### config.mk
export PLATFORM = sky130hd
export DESIGN_NAME = rv_core_top
export DESIGN_NICKNAME = d
export VERILOG_FILES = /design/src/hdl/rv_isa_pkg.sv /design/src/hdl/core_pkg.sv /design/src/hdl/decode_if.sv /design/src/hdl/regfile_if.sv /design/src/hdl/pc_unit.sv /design/src/hdl/inst_decoder.sv /design/src/hdl/regfile.sv /design/src/hdl/execute_unit.sv /design/src/hdl/rv_core_top.sv
export VERILOG_INCLUDE_DIRS = /design/src /design/src/hdl
export SDC_FILE = /design/constraint.sdc
export NUM_CORES = 2
export LEC_CHECK = 0
export BUFFER_PORTS_ARGS = -buffer_cell sky130_fd_sc_hd__buf_4
export CORE_UTILIZATION = 29
export CTS_CLUSTER_SIZE = 10
export DETAILED_ROUTE_END_ITERATION = 8
export GPL_TIMING_DRIVEN = 0
export SKIP_CTS_REPAIR_TIMING = 1
export SYNTH_ARGS = -nofsm -noshare
export SYNTH_HDL_FRONTEND = slang
export SYNTH_SLANG_ARGS = --single-unit
### constraint.sdc
create_clock -name clk -period 10.8 [get_ports clk]
set_input_delay 1.62 -clock clk [delete_from_list [all_inputs] [get_ports clk]]
set_output_delay 1.62 -clock clk [all_outputs]
set_load 0.1 [all_outputs]
### src/hdl/core_params.svh
`ifndef CORE_PARAMS_SVH
`define CORE_PARAMS_SVH

// data path and address width
`define CORE_WORD_LEN 32

// architectural register file
`define CORE_REG_COUNT 32
`define CORE_REG_IDX_W 5

// fetch address at which the core stops, leaves room for 16 instructions
`define CORE_EXIT_PC 32'h40

`endif

### src/hdl/rv_isa_pkg.sv
package rv_isa_pkg;

    // major opcodes
    localparam logic [6:0] OPCODE_LOAD  = 7'b0000011;
    localparam logic [6:0] OPCODE_STORE = 7'b0100011;
    localparam logic [6:0] OPCODE_OP    = 7'b0110011;

    localparam logic [2:0] FUNCT3_WORD  = 3'b010;
    localparam logic [2:0] FUNCT3_ADD   = 3'b000;
    localparam logic [6:0] FUNCT7_ADD   = 7'b0000000;

    // I and S immediates are both 12 bits before extension
    localparam int IMM_W = 12;

    typedef struct packed {
        logic [6:0] funct7;
        logic [4:0] rs2;
        logic [4:0] rs1;
        logic [2:0] funct3;
        logic [4:0] rd;
        logic [6:0] opcode;
    } r_fmt_t;

    typedef struct packed {
        logic [11:0] imm;
        logic [4:0]  rs1;
        logic [2:0]  funct3;
        logic [4:0]  rd;
        logic [6:0]  opcode;
    } i_fmt_t;

    typedef struct packed {
        logic [6:0] imm_hi;
        logic [4:0] rs2;
        logic [4:0] rs1;
        logic [2:0] funct3;
        logic [4:0] imm_lo;
        logic [6:0] opcode;
    } s_fmt_t;

    // same 32-bit word, seen through each format
    typedef union packed {
        r_fmt_t r_fmt;
        i_fmt_t i_fmt;
        s_fmt_t s_fmt;
    } inst_word_u;

endpackage

### src/hdl/core_pkg.sv
`include "core_params.svh"

package core_pkg;

    typedef logic [`CORE_WORD_LEN-1:0] word_t;

    typedef logic [`CORE_REG_IDX_W-1:0] reg_idx_t;

    // anything not listed retires as OP_NOP
    typedef enum logic [1:0] {
        OP_NOP,
        OP_LW,
        OP_SW,
        OP_ADD
    } op_e;

endpackage

### src/hdl/decode_if.sv
`timescale 1ns/1ps

interface decode_if;

    core_pkg::op_e      op;
    core_pkg::reg_idx_t rs1_idx;
    core_pkg::reg_idx_t rs2_idx;
    core_pkg::reg_idx_t rd_idx;
    // already sign extended, S form for stores
    core_pkg::word_t    imm;

    modport dec (
        output op,
        output rs1_idx,
        output rs2_idx,
        output rd_idx,
        output imm
    );

    modport exe (
        input op,
        input rs1_idx,
        input rs2_idx,
        input rd_idx,
        input imm
    );

endinterface

### src/hdl/regfile_if.sv
`timescale 1ns/1ps

interface regfile_if;

    // read side
    core_pkg::reg_idx_t rs1_idx;
    core_pkg::reg_idx_t rs2_idx;
    core_pkg::word_t    rs1_data;
    core_pkg::word_t    rs2_data;

    // write side
    logic               wr_en;
    core_pkg::reg_idx_t wr_idx;
    core_pkg::word_t    wr_data;

    modport exe (
        output rs1_idx,
        output rs2_idx,
        input  rs1_data,
        input  rs2_data,
        output wr_en,
        output wr_idx,
        output wr_data
    );

    modport rf (
        input  rs1_idx,
        input  rs2_idx,
        output rs1_data,
        output rs2_data,
        input  wr_en,
        input  wr_idx,
        input  wr_data
    );

endinterface

### src/hdl/pc_unit.sv
`timescale 1ns/1ps

`include "core_params.svh"

module pc_unit (
    input  logic            clk,
    input  logic            rst_n,
    output core_pkg::word_t pc_o,
    output logic            halted_o
);

    core_pkg::word_t pc_q;

    // halt is a level straight off the pc compare
    assign halted_o = (pc_q == `CORE_EXIT_PC);
    assign pc_o     = pc_q;

    always_ff @(posedge clk) begin
        if (!rst_n) begin
            pc_q <= '0;
        end else if (!halted_o) begin
            pc_q <= pc_q + core_pkg::word_t'(4);
        end
    end

endmodule

### src/hdl/inst_decoder.sv
`timescale 1ns/1ps

`include "core_params.svh"

module inst_decoder (
    input  core_pkg::word_t inst_i,
    decode_if.dec           dec
);

    rv_isa_pkg::inst_word_u         inst;
    core_pkg::op_e                  op;
    logic [rv_isa_pkg::IMM_W-1:0]   imm_i;
    logic [rv_isa_pkg::IMM_W-1:0]   imm_s;
    core_pkg::word_t                imm_i_sext;
    core_pkg::word_t                imm_s_sext;

    assign inst = inst_i;

    always_comb begin
        op = core_pkg::OP_NOP;
        case (inst.r_fmt.opcode)
            rv_isa_pkg::OPCODE_LOAD: begin
                if (inst.i_fmt.funct3 == rv_isa_pkg::FUNCT3_WORD) begin
                    op = core_pkg::OP_LW;
                end
            end
            rv_isa_pkg::OPCODE_STORE: begin
                if (inst.s_fmt.funct3 == rv_isa_pkg::FUNCT3_WORD) begin
                    op = core_pkg::OP_SW;
                end
            end
            rv_isa_pkg::OPCODE_OP: begin
                if (inst.r_fmt.funct3 == rv_isa_pkg::FUNCT3_ADD &&
                    inst.r_fmt.funct7 == rv_isa_pkg::FUNCT7_ADD) begin
                    op = core_pkg::OP_ADD;
                end
            end
            default: begin
                op = core_pkg::OP_NOP;
            end
        endcase
    end

    // store immediate is split around rs2/rs1
    assign imm_i = inst.i_fmt.imm;
    assign imm_s = {inst.s_fmt.imm_hi, inst.s_fmt.imm_lo};

    assign imm_i_sext = {{(`CORE_WORD_LEN-rv_isa_pkg::IMM_W){imm_i[rv_isa_pkg::IMM_W-1]}}, imm_i};
    assign imm_s_sext = {{(`CORE_WORD_LEN-rv_isa_pkg::IMM_W){imm_s[rv_isa_pkg::IMM_W-1]}}, imm_s};

    assign dec.op      = op;
    assign dec.rs1_idx = inst.r_fmt.rs1;
    assign dec.rs2_idx = inst.r_fmt.rs2;
    assign dec.rd_idx  = inst.r_fmt.rd;
    assign dec.imm     = (op == core_pkg::OP_SW) ? imm_s_sext : imm_i_sext;

endmodule

### src/hdl/regfile.sv
`timescale 1ns/1ps

`include "core_params.svh"

module regfile (
    input  logic  clk,
    input  logic  rst_n,
    regfile_if.rf rf
);

    core_pkg::word_t regs [`CORE_REG_COUNT];

    // x0 reads as zero whatever the array holds
    assign rf.rs1_data = (rf.rs1_idx == '0) ? '0 : regs[rf.rs1_idx];
    assign rf.rs2_data = (rf.rs2_idx == '0) ? '0 : regs[rf.rs2_idx];

    always_ff @(posedge clk) begin
        if (!rst_n) begin
            for (int i = 0; i < `CORE_REG_COUNT; i++) begin
                regs[i] <= '0;
            end
        end else if (rf.wr_en && rf.wr_idx != '0) begin
            regs[rf.wr_idx] <= rf.wr_data;
        end
    end

endmodule

### src/hdl/execute_unit.sv
`timescale 1ns/1ps

module execute_unit (
    input  logic            halted_i,
    decode_if.exe           dec,
    regfile_if.exe          rf,
    output core_pkg::word_t dmem_addr_o,
    input  core_pkg::word_t dmem_rdata_i,
    output logic            dmem_wen_o,
    output core_pkg::word_t dmem_wdata_o
);

    logic            is_lw;
    logic            is_sw;
    logic            is_add;
    core_pkg::word_t operand_b;
    core_pkg::word_t sum;

    assign is_lw  = (dec.op == core_pkg::OP_LW);
    assign is_sw  = (dec.op == core_pkg::OP_SW);
    assign is_add = (dec.op == core_pkg::OP_ADD);

    assign rf.rs1_idx = dec.rs1_idx;
    assign rf.rs2_idx = dec.rs2_idx;

    // one adder serves both address and add result
    assign operand_b = is_add ? rf.rs2_data : dec.imm;
    assign sum       = rf.rs1_data + operand_b;

    assign dmem_addr_o  = sum;
    assign dmem_wdata_o = rf.rs2_data;
    assign dmem_wen_o   = is_sw && !halted_i;

    // write-back, frozen once halted
    assign rf.wr_en   = (is_lw || is_add) && !halted_i;
    assign rf.wr_idx  = dec.rd_idx;
    assign rf.wr_data = is_lw ? dmem_rdata_i : sum;

endmodule

### src/hdl/rv_core_top.sv
`timescale 1ns/1ps

module rv_core_top (
    input  logic            clk,
    input  logic            rst_n,

    // instruction memory
    output core_pkg::word_t imem_addr_o,
    input  core_pkg::word_t imem_inst_i,

    // data memory
    output core_pkg::word_t dmem_addr_o,
    input  core_pkg::word_t dmem_rdata_i,
    output logic            dmem_wen_o,
    output core_pkg::word_t dmem_wdata_o,

    output logic            exit_o
);

    logic halted;

    decode_if  decode_bus ();
    regfile_if rf_bus ();

    pc_unit pc_unit_inst (
        .clk      (clk),
        .rst_n    (rst_n),
        .pc_o     (imem_addr_o),
        .halted_o (halted)
    );

    inst_decoder inst_decoder_inst (
        .inst_i (imem_inst_i),
        .dec    (decode_bus.dec)
    );

    regfile regfile_inst (
        .clk   (clk),
        .rst_n (rst_n),
        .rf    (rf_bus.rf)
    );

    execute_unit execute_unit_inst (
        .halted_i     (halted),
        .dec          (decode_bus.exe),
        .rf           (rf_bus.exe),
        .dmem_addr_o  (dmem_addr_o),
        .dmem_rdata_i (dmem_rdata_i),
        .dmem_wen_o   (dmem_wen_o),
        .dmem_wdata_o (dmem_wdata_o)
    );

    // exit follows the pc compare directly
    assign exit_o = halted;

endmodule

==> results.cfg <==
[clock_tree]
cts.htree.levels = 3
cts_made_buffers = 117
clk_latency_ns = 0.75
numClockSinks = 1054
clk_pin_slew_ns = 0.06
cts_tree = yes
cts_buffer_depth = 3
cts-root-buf = clkbuf_16

[synth]
ys_seq_area_share_pct = 56.5
synth_cells = 3804
ys_top_cells_by_count = nor2_1 (1,063), edfxtp_1 (1,024), mux4_2 (632)
synth_warnings = 0
ys_ff_latch = 1054
ys_async_sr_fraction_pct = 0
synth.most_common_cell = nor2_1
synthFlopType = edfxtp_1
synth_edf_count = 1024
synth_area_leaders = edfxtp_1 (55%), mux4_2 (26%), nor2_1 (7.2%), clkbuf_1 (1.8%), nand2_1 (1.4%)
yosys.area.top_type = edfxtp_1
netlist_area_sq_um = 55400
synth.distinct_cells = 75
netlist.area_leader.share_pct = 55.5
syn_area_per_cell_sq_um = 14.6

[final_layout]
drive_above_1_share_pct = 25.5
area_growth_pct = 14.1
postLayoutCellArea_sq_um = 63300
nets = 4211

[placement]
io_buffer_count = 149
post_dp_cell_area_sq_um = 60000
dp_slack_ns = -0.154
gp_congestion = 0.992
dp_hpwl_um = 152000

[floorplanning]
num_rows = 160
start_util_pct = 29.2
fp.dieW_um = 439
io_pins = 164
die-area_sq_um = 193000
core-area_sq_um = 190000
chipHeight_um = 439

[grt]
grt_max_degree = 33
gr-total-overflow = 0
grt_pass1_vias = 36100
grt_antenna_before_repair = 9
grt_pass1_wl_um = 264000
grtUsageTotal_pct = 19.2

[sta]
setup_viol_count_final = 1
period_share_pct = 101
hold_viol_final = 0
rsz0062_at_grt = no
fmax_mhz = 91.4
final_max_slew_viol_count = 11
relSlewSlack_pct = -5.46
holdWs_ns = 0.529
worstMarginPinSlew_ns = 1.58
finalCriticalPeriod_ns = 10.94
finalWorstSetupSlack_ns = -0.135
finClkSkew_ns = 0.0510

[critical_path]
arrival_ns = 9.32
critical_path_class = input pin to output port
required_ns = 9.18
cp_slowest_cell = clkbuf_1
crit_chain = buf_2 > buf_2 > buf_1 > clkbuf_1 > mux4_2 > mux4_2 > mux2i_1 > nor2_1 > ha_1 > nand2_1 > nor2b_1 > o221ai_1 > a211oi_1 > o31ai_2 > a31oi_1 > xnor2_2 > buf_4
endpoint_kind = output port
path_max_fanout = 10
worst_setup_path_start_kind = input pin
slowest_delay_ns = 0.93

[power]
p_sw_w = 0.00360
seqPwrFrac_pct = 43.1
pwr-share-comb_pct = 23.9
p_int_w = 0.00728
ir_drop_mv = 0.133
p_leak_nw = 21.9
switching_share_pct = 33.1
power_density_nw_per_um2 = 172
power.share.clock_pct = 33.0

[routing]
dr.pass1.iters = 6
post-route-drc-count = 0
wire_per_inst_um = 28.4
drtIter0Drc = 4550
postRouteAntennaNets = 0
vias = 36200
routed_via_density = 5.43
totalWireLength_um = 189000

[min_path]
hold_path_class = flip-flop to flip-flop

[run_status]
violations = max-capacitance violations, max-slew violations, negative setup slack
status = finished with violations

[job]
cap_violations = 1
[layout make-up]
cell class              count  area [sq um]
repair buffers            155          1230
clock inverters            11           148
diodes                      7          17.5
multi-input cells        2385         22700
inverters                  20          75.1
clock buffers             142          3050
plain buffers             378          1570
flip-flops and latches   1054         31400
well taps                2511          3140
fillers                 18200        127000
[logic make-up (layout without fill, tap and decap cells)]
group           count (synthesis)  in the layout  synth area share (%)
compound gates                173            173                  1.98
flops                        1054           1054                  56.5
buf+inv                       398            706                  2.95
fa+ha+maj                      34             34                 0.781
xor+xnor                       50             50                 0.803
other cells                     1             41               0.00676
simple gates                 1395           1395                  10.0
mux                           699            699                  26.9
[cells in the final DEF (no fill, tap or decap), types with 23 or more instances in the layout]
| cell type | synthesis | routed |
|---|---|---|
| nor2_1 | 1063 | 1063 |
| buf_2 | 71 | 72 |
| xor2_1 | 25 | 25 |
| buf_4 | 4 | 153 |
| xnor2_1 | 24 | 24 |
| ha_1 | 33 | 33 |
| nand2_1 | 213 | 182 |
| edfxtp_1 | 1024 | 1024 |
| a21o_1 | 23 | 23 |
| mux2i_1 | 65 | 65 |
| mux4_2 | 632 | 632 |
| dfxtp_1 | 30 | 30 |
| buf_1 | 35 | 34 |
| a21oi_1 | 68 | 68 |
| conb_1 | 1 | 34 |
| clkbuf_1 | 263 | 280 |
| nand2_2 | 0 | 31 |
| clkbuf_16 | 0 | 118 |
[per-stage QoR]
| stage | std cells | TNS (ns) | power, W | util [%] |
|---|---|---|---|---|
| 6_report | 6663 | -0.135 | 0.0109 | 33.3 |
| 5_1_grt | 6660 | 0 | 0.0111 | 33.3 |
| 4_1_cts | 6656 | -0.175 | 0.0109 | 33.3 |
| 3_5_place_dp | 6503 | -0.154 | 0.00731 | 31.6 |
| 3_3_place_gp | 6497 | -0.165 | 0.00728 | 31.5 |
| 2_1_floorplan | 3837 | 0 | 0.00641 | - |
[path summary, 6_finish.rpt]
kind / startpoint / to / slack, ns / depth (start not counted)
worst max-delay path: imem_inst_i[16] / dmem_addr_o[31] / -0.14 / 17
worst max register to register: regfile_inst.regs[30][1] / regfile_inst.regs[11][31] / 4.09 / 17
worst min register to register: pc_unit_inst.pc_o[21] / pc_unit_inst.pc_o[21] / 0.53 / 2
worst min-delay path: pc_unit_inst.pc_o[21] / pc_unit_inst.pc_o[21] / 0.53 / 2
[routing by layer]
layer | up-vias | wire length [um] | GRT usage [%]
met5 | - | 13 | 0
met4 | 2 | 12300 | 11.6
met3 | 371 | 14400 | 2.71
met2 | 1844 | 95400 | 33.5
met1 | 18800 | 67300 | 22.4
li1 | 15100 | - | -
[power by group through the flow]
| stage | clock network, W | registers (W) | logic (W) |
|---|---|---|---|
| floorplan | 0 | 0.00475 | 0.00166 |
| global placement | 0 | 0.00476 | 0.00252 |
| detailed placement | 0 | 0.00477 | 0.00254 |
| CTS | 0.00362 | 0.00469 | 0.00255 |
| global route | 0.00374 | 0.00470 | 0.00267 |
| finish | 0.00359 | 0.00469 | 0.00260 |
[sequential cells by signal, summed over array words and instances (netlist names)]
signal,count
regfile_inst.regs,1024
pc_unit_inst.pc_o,30
[worst max-delay path: cells and delay by family]
kind            cells  cell delay (ns)
compound gates      4             2.45
simple gates        3             0.46
buf+inv             5             2.82
xor+xnor            1             0.30
fa+ha+maj           1             0.42
mux                 3             1.18
Power figures use the tool's default switching activity.
